## src/source/fetch_pkg.sv

```systemverilog
`default_nettype none

package fetch_pkg;

   localparam int ADDR_W = 32;
   localparam int WORDS_PER_LINE = 4;
   localparam int LINE_OFS_W = 4;

   typedef logic [ADDR_W-1:0] addr_t;

   // control-flow class found at refill time
   typedef enum logic [2:0] {
      pd_none    = 3'd0,
      pd_cond_br = 3'd1,
      pd_ret     = 3'd2,
      pd_j       = 3'd3,
      pd_jr      = 3'd4,
      pd_jal     = 3'd5,
      pd_jalr    = 3'd6
   } pd_class_t;

   // one cache line with its predecode classes
   typedef struct packed {
      logic [WORDS_PER_LINE-1:0][31:0] words;
      pd_class_t [WORDS_PER_LINE-1:0]  pd;
   } line_entry_t;

   // full line address, so the width does not depend on the set count
   typedef struct packed {
      logic                       valid;
      logic [ADDR_W-LINE_OFS_W-1:0] line_addr;
   } tag_entry_t;

   typedef struct packed {
      addr_t     pc;
      logic [31:0] insn;
      pd_class_t pd;
      logic      pred_taken;
      addr_t     pred_target;
   } fetch_entry_t;

   // wishbone classic, master to slave
   typedef struct packed {
      logic       cyc;
      logic       stb;
      logic       we;
      addr_t      adr;
      logic [3:0] sel;
   } wb_req_t;

   typedef struct packed {
      logic        ack;
      logic [31:0] dat;
   } wb_rsp_t;

endpackage

`default_nettype wire

```

## src/source/insn_predecode.sv

```systemverilog
`timescale 1ns/100ps
`default_nettype none

module insn_predecode import fetch_pkg::*;
(
   input  wire [31:0] insn,
   output pd_class_t  pd
);

   logic [6:0] opcode;
   logic [4:0] rd;
   logic [4:0] rs1;
   logic       rd_link;
   logic       rs1_link;

   assign opcode = insn[6:0];
   assign rd = insn[11:7];
   assign rs1 = insn[19:15];

   // x1 and x5 are the link registers
   assign rd_link = (rd == 5'd1) || (rd == 5'd5);
   assign rs1_link = (rs1 == 5'd1) || (rs1 == 5'd5);

   always_comb
   begin
      pd = pd_none;
      case (opcode)
         7'h63:
         begin
            pd = pd_cond_br;
         end
         7'h67:
         begin
            // rd of zero means no link is written
            if (rd != 5'd0)
               pd = pd_jalr;
            else if (rs1_link)
               pd = pd_ret;
            else
               pd = pd_jr;
         end
         7'h6f:
         begin
            pd = rd_link ? pd_jal : pd_j;
         end
         default:
         begin
            pd = pd_none;
         end
      endcase
   end

endmodule

`default_nettype wire

```

## src/source/line_ram.sv

```systemverilog
`timescale 1ns/100ps
`default_nettype none

module line_ram
#(
   parameter int LG_DEPTH = 4,
   parameter type entry_t = logic
)
(
   input  wire                clk,
   input  wire [LG_DEPTH-1:0] rd_addr,
   output entry_t             rd_data,
   input  wire                wr_en,
   input  wire [LG_DEPTH-1:0] wr_addr,
   input  wire entry_t        wr_data
);

   localparam int DEPTH = 1 << LG_DEPTH;

   entry_t mem [DEPTH];

   // read sees the old entry on a same-index write
   always_ff @(posedge clk)
   begin
      if (wr_en)
      begin
         mem[wr_addr] <= wr_data;
      end
      rd_data <= mem[rd_addr];
   end

endmodule

`default_nettype wire

```

## src/source/refill_master.sv

```systemverilog
`timescale 1ns/100ps
`default_nettype none

module refill_master import fetch_pkg::*;
(
   input  wire         clk,
   input  wire         reset,
   input  wire         refill_start,
   input  wire addr_t  refill_addr,
   output wb_req_t     wb_o,
   input  wire wb_rsp_t wb_i,
   output logic        line_wr,
   output line_entry_t line_data,
   output tag_entry_t  tag_data,
   output logic        refill_done
);

   typedef enum logic [2:0] {rf_idle, rf_bus, rf_gap, rf_write, rf_done} rf_state_t;

   rf_state_t                    state;
   logic [1:0]                   word_cnt;
   logic [ADDR_W-LINE_OFS_W-1:0] line_addr;
   line_entry_t                  line_buf;
   pd_class_t                    word_pd;

   // classify each word as it arrives
   insn_predecode u_predecode
   (
      .insn (wb_i.dat),
      .pd   (word_pd)
   );

   always_ff @(posedge clk)
   begin
      if (reset)
      begin
         state <= rf_idle;
         word_cnt <= 2'd0;
      end
      else
      begin
         case (state)
            rf_idle:
               if (refill_start)
               begin
                  state <= rf_bus;
                  word_cnt <= 2'd0;
               end
            rf_bus:
               if (wb_i.ack)
               begin
                  // last word goes to the array write, others take a bus gap
                  state <= (word_cnt == 2'd3) ? rf_write : rf_gap;
                  word_cnt <= word_cnt + 2'd1;
               end
            rf_gap:
               state <= rf_bus;
            rf_write:
               state <= rf_done;
            default:
               state <= rf_idle;
         endcase
      end
   end

   always_ff @(posedge clk)
   begin
      if (state == rf_idle && refill_start)
      begin
         line_addr <= refill_addr[ADDR_W-1:LINE_OFS_W];
      end
      if (state == rf_bus && wb_i.ack)
      begin
         line_buf.words[word_cnt] <= wb_i.dat;
         line_buf.pd[word_cnt] <= word_pd;
      end
   end

   assign wb_o.cyc = (state == rf_bus);
   assign wb_o.stb = (state == rf_bus);
   assign wb_o.we = 1'b0;
   assign wb_o.sel = 4'hf;
   assign wb_o.adr = {line_addr, word_cnt, 2'b00};

   assign line_wr = (state == rf_write);
   assign refill_done = (state == rf_done);
   assign line_data = line_buf;
   assign tag_data.valid = 1'b1;
   assign tag_data.line_addr = line_addr;

endmodule

`default_nettype wire

```

## src/source/fetch_queue.sv

```systemverilog
`timescale 1ns/100ps
`default_nettype none

module fetch_queue import fetch_pkg::*;
#(
   parameter int LG_FQ_DEPTH = 3
)
(
   input  wire               clk,
   input  wire               reset,
   input  wire               clear,
   input  wire               push,
   input  wire fetch_entry_t push_entry,
   output logic              full,
   output logic              head_valid,
   output fetch_entry_t      head,
   input  wire               pop
);

   localparam int DEPTH = 1 << LG_FQ_DEPTH;

   fetch_entry_t           mem [DEPTH];
   logic [LG_FQ_DEPTH:0]   head_ptr;
   logic [LG_FQ_DEPTH:0]   tail_ptr;
   logic                   do_push;
   logic                   do_pop;

   // extra pointer bit tells full from empty
   assign full = (head_ptr[LG_FQ_DEPTH] != tail_ptr[LG_FQ_DEPTH]) &&
                 (head_ptr[LG_FQ_DEPTH-1:0] == tail_ptr[LG_FQ_DEPTH-1:0]);
   assign head_valid = (head_ptr != tail_ptr);
   assign head = mem[head_ptr[LG_FQ_DEPTH-1:0]];

   assign do_push = push && !full;
   assign do_pop = pop && head_valid;

   always_ff @(posedge clk)
   begin
      if (do_push)
      begin
         mem[tail_ptr[LG_FQ_DEPTH-1:0]] <= push_entry;
      end
   end

   // clear overrides push and pop
   always_ff @(posedge clk)
   begin
      if (reset || clear)
      begin
         head_ptr <= '0;
         tail_ptr <= '0;
      end
      else
      begin
         if (do_push)
         begin
            tail_ptr <= tail_ptr + 1'b1;
         end
         if (do_pop)
         begin
            head_ptr <= head_ptr + 1'b1;
         end
      end
   end

endmodule

`default_nettype wire

```

## src/source/fetch_control.sv

```systemverilog
`timescale 1ns/100ps
`default_nettype none

module fetch_control import fetch_pkg::*;
#(
   parameter int LG_SETS = 4
)
(
   input  wire                clk,
   input  wire                reset,
   input  wire                restart_valid,
   input  wire addr_t         restart_pc,
   output logic               restart_ack,
   input  wire                flush_req,
   output logic               flush_complete,
   output logic [LG_SETS-1:0] rd_index,
   input  wire tag_entry_t    tag_out,
   input  wire line_entry_t   line_out,
   output logic               sweep_wr,
   output logic [LG_SETS-1:0] sweep_index,
   output logic               refill_start,
   output addr_t              refill_addr,
   input  wire                refill_done,
   input  wire                fq_full,
   output logic               fq_push,
   output fetch_entry_t       fq_entry,
   output logic               fq_clear
);

   typedef enum logic [2:0] {st_sweep, st_idle, st_active, st_refill, st_stall} state_t;

   state_t             state;
   state_t             n_state;
   logic [LG_SETS-1:0] sweep_cnt;
   addr_t              req_pc;
   addr_t              n_req_pc;
   addr_t              res_pc;
   logic               res_valid;
   logic               n_res_valid;
   logic               restart_seen;
   logic               flush_pend;
   logic               can_serve;
   logic               take_flush;
   logic               take_restart;
   logic               resolve;
   logic               hit;
   logic               miss;
   logic               is_jump;
   logic [1:0]         word_sel;
   logic [31:0]        word;
   pd_class_t          word_pd;
   addr_t              jump_imm;
   addr_t              jump_target;

   // compare stage works on the read issued last cycle
   assign word_sel = res_pc[LINE_OFS_W-1:2];
   assign word = line_out.words[word_sel];
   assign word_pd = line_out.pd[word_sel];
   assign hit = tag_out.valid && (tag_out.line_addr == res_pc[ADDR_W-1:LINE_OFS_W]);

   // only direct jumps redirect
   assign is_jump = (word_pd == pd_jal) || (word_pd == pd_j);
   assign jump_imm = {{11{word[31]}}, word[31], word[19:12], word[20], word[30:21], 1'b0};
   assign jump_target = res_pc + jump_imm;

   // flush first, then restart, then normal resolve
   assign can_serve = (state == st_idle) || (state == st_active) || (state == st_stall);
   assign take_flush = flush_pend && can_serve;
   assign take_restart = restart_seen && can_serve && !flush_pend;
   assign resolve = (state == st_active) && res_valid && !take_flush && !take_restart;

   assign fq_push = resolve && hit && !fq_full;
   assign miss = resolve && !hit;
   assign fq_clear = take_flush || take_restart;

   always_comb
   begin
      fq_entry.pc = res_pc;
      fq_entry.insn = word;
      fq_entry.pd = word_pd;
      fq_entry.pred_taken = is_jump;
      fq_entry.pred_target = is_jump ? jump_target : res_pc + 32'd4;
   end

   assign rd_index = req_pc[LINE_OFS_W +: LG_SETS];
   assign sweep_wr = (state == st_sweep);
   assign sweep_index = sweep_cnt;

   always_comb
   begin
      n_state = state;
      n_req_pc = req_pc;
      n_res_valid = 1'b0;
      case (state)
         st_sweep:
            if (&sweep_cnt)
               n_state = st_idle;
         st_active:
         begin
            // issue the next sequential lookup
            n_res_valid = 1'b1;
            n_req_pc = req_pc + 32'd4;
            if (resolve)
            begin
               if (!hit)
               begin
                  n_state = st_refill;
                  n_req_pc = res_pc;
                  n_res_valid = 1'b0;
               end
               else if (fq_full)
               begin
                  n_state = st_stall;
                  n_req_pc = res_pc;
                  n_res_valid = 1'b0;
               end
               else if (is_jump)
               begin
                  // drop the lookup in flight
                  n_req_pc = jump_target;
                  n_res_valid = 1'b0;
               end
            end
         end
         st_refill:
            if (refill_done)
               n_state = st_active;
         st_stall:
            if (!fq_full)
               n_state = st_active;
         default:
            n_state = state;
      endcase
      if (take_flush)
      begin
         n_state = st_sweep;
         n_res_valid = 1'b0;
      end
      else if (take_restart)
      begin
         n_state = st_active;
         n_req_pc = restart_pc;
         n_res_valid = 1'b0;
      end
   end

   always_ff @(posedge clk)
   begin
      if (reset)
      begin
         state <= st_sweep;
         sweep_cnt <= '0;
         req_pc <= '0;
         res_valid <= 1'b0;
         restart_seen <= 1'b0;
         flush_pend <= 1'b0;
         restart_ack <= 1'b0;
         flush_complete <= 1'b0;
         refill_start <= 1'b0;
      end
      else
      begin
         state <= n_state;
         req_pc <= n_req_pc;
         res_valid <= n_res_valid;
         sweep_cnt <= take_flush ? '0 : (state == st_sweep) ? sweep_cnt + 1'b1 : sweep_cnt;
         // requester keeps valid high through the ack cycle
         restart_seen <= take_restart ? 1'b0 : (restart_seen || (restart_valid && !restart_ack));
         flush_pend <= take_flush ? flush_req : (flush_pend || flush_req);
         restart_ack <= take_restart;
         flush_complete <= (state == st_sweep) && (&sweep_cnt);
         refill_start <= miss;
      end
   end

   always_ff @(posedge clk)
   begin
      if (state == st_active)
      begin
         res_pc <= req_pc;
      end
      if (miss)
      begin
         refill_addr <= {res_pc[ADDR_W-1:LINE_OFS_W], {LINE_OFS_W{1'b0}}};
      end
   end

endmodule

`default_nettype wire

```

## src/source/fetch_frontend.sv

```systemverilog
`timescale 1ns/100ps
`default_nettype none

module fetch_frontend import fetch_pkg::*;
#(
   parameter int LG_SETS = 4,
   parameter int LG_FQ_DEPTH = 3
)
(
   input  wire          clk,
   input  wire          reset,
   input  wire          restart_valid,
   input  wire addr_t   restart_pc,
   output logic         restart_ack,
   input  wire          flush_req,
   output logic         flush_complete,
   output logic         insn_valid,
   output fetch_entry_t insn,
   input  wire          insn_ack,
   output wb_req_t      wb_o,
   input  wire wb_rsp_t wb_i
);

   logic [LG_SETS-1:0] rd_index;
   logic [LG_SETS-1:0] sweep_index;
   logic [LG_SETS-1:0] wr_index;
   logic               sweep_wr;
   logic               line_wr;
   logic               tag_wr;
   tag_entry_t         tag_out;
   tag_entry_t         tag_data;
   tag_entry_t         tag_wr_data;
   line_entry_t        line_out;
   line_entry_t        line_data;
   logic               refill_start;
   addr_t              refill_addr;
   logic               refill_done;
   logic               fq_full;
   logic               fq_push;
   logic               fq_clear;
   fetch_entry_t       fq_entry;

   // refill write wins, sweep writes an invalid tag
   assign wr_index = line_wr ? tag_data.line_addr[LG_SETS-1:0] : sweep_index;
   assign tag_wr = line_wr || sweep_wr;
   assign tag_wr_data = line_wr ? tag_data : '0;

   fetch_control #(.LG_SETS(LG_SETS)) u_control
   (
      .clk            (clk),
      .reset          (reset),
      .restart_valid  (restart_valid),
      .restart_pc     (restart_pc),
      .restart_ack    (restart_ack),
      .flush_req      (flush_req),
      .flush_complete (flush_complete),
      .rd_index       (rd_index),
      .tag_out        (tag_out),
      .line_out       (line_out),
      .sweep_wr       (sweep_wr),
      .sweep_index    (sweep_index),
      .refill_start   (refill_start),
      .refill_addr    (refill_addr),
      .refill_done    (refill_done),
      .fq_full        (fq_full),
      .fq_push        (fq_push),
      .fq_entry       (fq_entry),
      .fq_clear       (fq_clear)
   );

   line_ram #(.LG_DEPTH(LG_SETS), .entry_t(tag_entry_t)) tag_ram
   (
      .clk     (clk),
      .rd_addr (rd_index),
      .rd_data (tag_out),
      .wr_en   (tag_wr),
      .wr_addr (wr_index),
      .wr_data (tag_wr_data)
   );

   line_ram #(.LG_DEPTH(LG_SETS), .entry_t(line_entry_t)) data_ram
   (
      .clk     (clk),
      .rd_addr (rd_index),
      .rd_data (line_out),
      .wr_en   (line_wr),
      .wr_addr (wr_index),
      .wr_data (line_data)
   );

   refill_master u_refill
   (
      .clk          (clk),
      .reset        (reset),
      .refill_start (refill_start),
      .refill_addr  (refill_addr),
      .wb_o         (wb_o),
      .wb_i         (wb_i),
      .line_wr      (line_wr),
      .line_data    (line_data),
      .tag_data     (tag_data),
      .refill_done  (refill_done)
   );

   fetch_queue #(.LG_FQ_DEPTH(LG_FQ_DEPTH)) u_queue
   (
      .clk        (clk),
      .reset      (reset),
      .clear      (fq_clear),
      .push       (fq_push),
      .push_entry (fq_entry),
      .full       (fq_full),
      .head_valid (insn_valid),
      .head       (insn),
      .pop        (insn_ack)
   );

endmodule

`default_nettype wire

```

## config.mk

```make
export PLATFORM = sky130hd
export DESIGN_NAME = fetch_frontend
export DESIGN_NICKNAME = d
export VERILOG_FILES = /design/src/source/fetch_pkg.sv /design/src/source/insn_predecode.sv /design/src/source/line_ram.sv /design/src/source/refill_master.sv /design/src/source/fetch_queue.sv /design/src/source/fetch_control.sv /design/src/source/fetch_frontend.sv
export SDC_FILE = /design/constraint.sdc
export NUM_CORES = 2
export LEC_CHECK = 0
export BUFFER_PORTS_ARGS = -buffer_cell sky130_fd_sc_hd__buf_2
export CELL_PAD_IN_SITES_DETAIL_PLACEMENT = 0
export CELL_PAD_IN_SITES_GLOBAL_PLACEMENT = 1
export CORE_MARGIN = 5
export CORE_UTILIZATION = 60
export DETAILED_ROUTE_END_ITERATION = 8
export PLACE_DENSITY = 0.95
export SETUP_SLACK_MARGIN = 0.05
export SYNTH_ARGS = -nofsm -noshare
export SYNTH_HDL_FRONTEND = slang
export SYNTH_SLANG_ARGS = --single-unit
```

## constraint.sdc

```tcl
create_clock -name clk -period 16.1 [get_ports clk]
set_input_delay 1.61 -clock clk [delete_from_list [all_inputs] [get_ports clk]]
set_output_delay 1.61 -clock clk [all_outputs]
set_load 0.02 [all_outputs]
```

### Yosys cells after proc, flatten, opt, wreduce, memory -nomap -nowiden

Memory sizes are Yosys's and may differ from the RTL's. A register that Yosys moved wholly into a read port is not among the register bits.
Index checks and enable logic that the tools add are counted.
Widths: inputs -> output; s select.

| word-level totals | value |
|---|---|
| output and inout port bits | 142 |
| logic and storage cells | 174 |
| memory bits (writable) | 3,504 |
| register bits | 286 |
| memories kept | 3 |
| latch bits | 0 |
| memory bits (read-only) | 0 |

| operators by class | value |
|---|---|
| $add $sub $neg | 7 |
| order comparisons | 3 |
| reduce and logical (&&, ||, !) cells | 49 |
| mux-type cells | 52 |
| bitwise operators | 1 |
| shift operators | 0 |
| div/mod/pow operators | 0 |
| multipliers | 0 |
| eq/ne operators | 34 |

Memory list:

| name | words | width | read ports | clocked after memory_dff | write ports | line | text |
|---|---|---|---|---|---|---|---|
| data_ram.mem | 16 | 140 | 1 | 1 | 1 | line_ram.sv:20 | `entry_t mem [DEPTH];` |
| u_queue.mem | 8 | 100 | 1 | 1 | 1 | fetch_queue.sv:22 | `fetch_entry_t mem [DEPTH];` |
| tag_ram.mem | 16 | 29 | 1 | 1 | 1 | line_ram.sv:20 |  |

Operators by type and width:

| kind | number |
|---|---|
| $mux 32 | 10 |
| $bwmux 128 | 1 |
| $add 32x3->32 const B | 2 |
| $bmux 32 s2 | 1 |
| $demux 32 s2 | 1 |
| $mux 3 | 15 |
| $add 32x32->32 | 1 |
| $mux 29 | 1 |
| $eq 28x28->1 | 1 |
| $pmux 3 s4 | 2 |
| $eq 7x7->1 const B | 3 |
| $logic_and 1x1->1 | 18 |
| $eq 3x2->1 const B | 5 |
| $add 4x1->4 const B | 3 |
| $bwmux 12 | 1 |
| $mux 1 | 12 |
| $reduce_and 6->1 | 2 |
| $eq 5x1->1 const B | 2 |
| $eq 5x3->1 const B | 2 |
| $logic_or 1x1->1 | 10 |
| $reduce_bool 5->1 | 2 |
| $eq 3x3->1 const B | 3 |
| $pmux 3 s3 | 1 |
| $bmux 3 s2 | 1 |
| other kinds (29) | 46 |

### Logic depth before layout (Yosys ltp)

| logic depth | value |
|---|---|
| depth in word-level cells | 12 |
| depth in mapped cells | 15 |
| gate-level depth less buffers | 13 |

### Cells and area by module

A second synthesis with hierarchy kept.

| second synthesis, totals | value |
|---|---|
| cells, all modules | 6,927 |
| area, all modules | 150,947.3 um^2 |

Modules (own cells, without submodules):

| module | area each (um^2) | cells each | seq. area each (um^2) | instances |
|---|---|---|---|---|
| line_ram (data_ram) | 86,880.8 | 3,666 | 70,067.2 | 1 |
| fetch_queue | 31,494.0 | 1,243 | 24,243.3 | 1 |
| line_ram (tag_ram) | 18,032.3 | 761 | 14,513.9 | 1 |
| fetch_control | 8,541.9 | 963 | 2,702.6 | 1 |
| refill_master | 5,641.7 | 242 | 5,144.9 | 1 |
| fetch_frontend | 265.3 | 38 | 0.0 | 1 |
| insn_predecode | 91.3 | 14 | 0.0 | 1 |

### Worst setup path after synthesis

Ideal clock, no wire load.

| timing | value |
|---|---|
| path kind | register -> register |
| from | register u_control.res_pc[7] |
| to | memory u_queue.mem[1][10] (netlist bit), enable pin |
| period minus slack after synthesis | 9,331 ps |
| cell stages (with the launch flop) | 9 |
| arrival | 8,653 ps |
| setup slack | 6,769 ps |
| cell sequence | edfxtp_1 -> clkbuf_1 -> xnor2_1 -> nand4_1 -> nor4_2 -> nand3_2 -> nor2_1 -> nand2_1 -> nor3_1 |

| on the way | value |
|---|---|
| longest elaborated chain between the ends | 7 |

RTL lines:

| element | line | text |
|---|---|---|
| from (decl) | fetch_control.sv:37 | `addr_t res_pc;` |
| from (signal assigned) | fetch_control.sv:180 | `res_pc <= req_pc;` |
| $eq 28x28->1 | fetch_control.sv:59 | `assign hit = tag_out.valid && (tag_out.line_addr == res_pc[ADDR_W-1:LINE_OFS_W]);` |
| $logic_and 1x1->1 | fetch_control.sv:59 |  |
| $logic_and 1x1->1 (2 in a row) | fetch_control.sv:72 | `assign fq_push = resolve && hit && !fq_full;` |
| $logic_and 1x1->1 | fetch_queue.sv:34 | `assign do_push = push && !full;` |
| $mux 1 | fetch_queue.sv:39 | `if (do_push)` |
| $mux 1 (not written as such) | fetch_queue.sv:41 | `mem[tail_ptr[LG_FQ_DEPTH-1:0]] <= push_entry;` |
| to (decl) | fetch_queue.sv:22 |  |

Every way passes these cells.

==> out/qor.csv <==
stage;metric;value;unit
outcome;status;finished with violations;
outcome;failing checks;design-rule violations;
power_and_ir_drop;power density cells;150;nW/um2
sta;Setup TNS;0;ps
die;Die Ht;508;um
power_and_ir_drop;Lkg Pwr;50.8;nW
die;# rows;182;
route;Starting DRT DRC Count;14399;
sta;Clock Skew;122;ps
finish;fillcell total;13518;
sta;max-slew violation count;0;
finish;most common cell after layout, fill and taps aside;edfxtp_1;
route;DR vias;76205;
synthesis;Gate Count Post-Synth;6372;
cts;setup bufs post-CTS;0;
sta;final setup vio count;0;
critical_path;Worst path slowest cell;dfxtp_4;
critical_path;critical-path cell list;buf_4 > buf_4 > mux4_2 > mux2_2 > buf_2;
worst_hold_path;Worst Hold Class;reg2reg;
finish;area of the multi-input gates;31300;um2
critical_path;Crit Path Max Fanout;76;
cts;CTS tree;done;
sta;Final Hold Viols;0;
critical_path;Crit path top cell by count;buf_4;
synthesis;EDFF count, synth;3724;
place;pre-CTS setup slack;10460;ps
critical_path;Startpoint Class;flop;
cts;root buffer cell;clkbuf_16;
synthesis;FF+latch count, synth;3954;
sta;achievable frequency;0.153;GHz
finish;Layout area overhead;12.2;%
route;Vias/cell;7.31;
global_routing;first-pass GRT wire length;605000;um
power_and_ir_drop;Final Power;0.0250;W
finish;Final nets;6907;
global_routing;largest net degree at the start of global routing;158;
place;Placer Congestion;0.918;
cts;CTS buffer count;386;
die;# IOs;212;
place;Post-DP Area;154000;um2
synthesis;post-synthesis area per instance;23.4;um2
global_routing;number of global-route vias before repair;76646;
sta;RSZ-0062 raised after global routing;no;
critical_path;Crit path arrival time;4930;ps
sta;Min Clock Period, post-route;6540;ps
critical_path;CP required;14490;ps
die;Die Wd;508;um
sta;slew margin rel.;11.3;%
flow_run;MaxCap Viol Count;0;
die;core area;246000;um2
route;Final ANT Viol Nets;0;
die;Initial Util;60.4;%
cts;PostCTS Resize Cnt;0;
critical_path;crit path kind;reg2out;
synthesis;synth unique cells;81;
route;wire length per cell;41.5;um
place;Port Buffers;204;
critical_path;R2R setup slack;10080;ps
finish;most frequent cells in the layout;edfxtp_1, mux4_2, clkbuf_16;
finish;layout cells sized above 1;30.5;%
sta;Final Cycle Share;40.6;%
critical_path;biggest cell delay along the critical path;1020;ps
global_routing;GRT Total Usage;33.7;%
synthesis;post-synthesis sequential area ratio;78.2;%
sta;final worst setup slack;9560;ps
global_routing;gr ovfl total;0;
cts;clock transition at the registers of the reported paths;70;ps
critical_path;critical path capture point type;output port;
cts;Max Buffers Root-to-Sink;4;
global_routing;initial antenna violation count;26;
critical_path;critical path's top delay family;buffers and inverters;
finish;fin area;167000;um2
place;HPWL Detailed;211000;um
sta;Least-Margin Pin Slew;1320;ps
route;DRC viols;19;
die;die footprint;258000;um2
synthesis;Mapped Area;149000;um2
route;drt total wl;433000;um
cts;# hold bufs at CTS;0;
finish;Finished Core Util;67.8;%
finish;Reg area;116000;um2
cts;Sink Count;3954;
cts;Skew-Pair Late Insertion Delay;1030;ps
route;drt pass-1 iters;9;
power_and_ir_drop;worst vdd ir;0.121;mV
synthesis;Most used DFF post-synth;edfxtp_1;
cts;H-tree Lvls;5;
synthesis;Ys Warns;0;
synthesis;Post-synth ARST share;0;%
critical_path;worst path bufs/invs;3;
registers in the layout, indices dropped and copies added, names as in the netlist, named ones only:
register and flops:
data_ram.mem 2240, data_ram.rd_data 140, tag_ram.mem 464, tag_ram.rd_data 29, u_control.flush_complete 1, u_control.flush_pend 1, u_control.refill_addr 28, u_control.refill_start 1
u_control.req_pc 32, u_control.res_pc 32, u_control.res_valid 1, u_control.restart_ack 1, u_control.restart_seen 1, u_control.state 3, u_control.sweep_index 4, u_queue.head_ptr 4
u_queue.mem 792, u_queue.tail_ptr 4, u_refill.line_addr 28, u_refill.line_data 140, u_refill.state 3, u_refill.word_cnt 2
per-layer routing:
metal  vias up  GRT usage (%)  part of all wire [%]
met1     38980           42.8                    31
li1      27845              -                     -
met2      7782           54.5                    49
met4        10           19.0                   7.1
met3      1588           7.67                    13
met5         -              0                 0.014
cells by family (layout without fill, tap and decap cells):
logic type	after synthesis	after routing	synth area share (%)
XOR/XNOR	116	116	0.682
flip-flops	3954	3954	78.2
AO/OA/AOI/OAI	266	266	1.17
adder cells (fa/ha/maj)	40	40	0.341
AND/OR/NAND/NOR	470	470	1.57
multiplexers	1184	1184	17.1
other	2	18	0.00504
buffers and inverters	340	1070	0.920
area by class of cell:
| type | instances | share of cell area, % |
|---|---|---|
| Inverter | 21 | 0.0487 |
| Antenna cell | 11 | 0.0165 |
| Tap cell | 3312 | 2.48 |
| Clock inverter | 189 | 1.26 |
| Timing Repair Buffer | 351 | 1.38 |
| Sequential cell | 3954 | 69.7 |
| Multi-Input combinational cell | 2083 | 18.8 |
| Clock buffer | 509 | 6.33 |
report_power, final:
| group | internal, W | total (W) | switching, W |
|---|---|---|---|
| Sequential | 0.0119 | 0.0123 | 0.000402 |
| Clock | 0.00530 | 0.00931 | 0.00401 |
| Combinational | 0.00127 | 0.00339 | 0.00212 |
| Total | 0.0185 | 0.0250 | 0.00653 |
synth_stat cells (6+ instances only):
cell,instances,area [um2]
edfxtp_1,3724,112000
and3_1,18,113
nand3_1,35,175
o21ai_0,75,375
a21oi_1,57,285
nand4_1,34,213
xnor2_1,82,718
a221oi_1,9,78.8
nor2b_1,8,50.1
nor2_1,132,495
o21a_1,6,45.0
nor3_1,34,170
a211oi_1,7,52.6
mux2i_1,6,60.1
nor4_1,17,106
or3_1,9,56.3
ha_1,39,488
mux2_2,100,1130
dfxtp_1,230,4600
a31oi_1,16,100
clkbuf_1,217,815
buf_1,66,248
a21o_1,19,143
mux4_2,1078,24300
nand2b_1,12,75.1
and2_1,34,213
o31ai_1,7,52.6
buf_2,22,110
a221o_1,6,60.1
xor2_1,34,298
buf_4,11,82.6
nand2_1,105,394
o211ai_1,9,67.6
a22oi_1,6,45.0
inv_1,20,75.1
metrics by stage:
step / cells / hold slack [ps]
after detailed placement: 9721 / 405
final: 10430 / 376
after global routing: 10421 / 375
after global placement: 9721 / 405
after floorplan: 6377 / 400
after CTS: 10419 / 373
path summary, 6_finish.rpt:
check,from,end,cells past startpoint
hold / removal,u_control.refill_addr[29],u_refill.line_addr[25],0
hold reg to reg,u_control.refill_addr[29],u_refill.line_addr[25],0
setup reg to reg,u_control.res_pc[2],u_queue.mem[6][31],15
setup / recovery,flop,insn[27],5
Power figures use the tool's default switching activity.
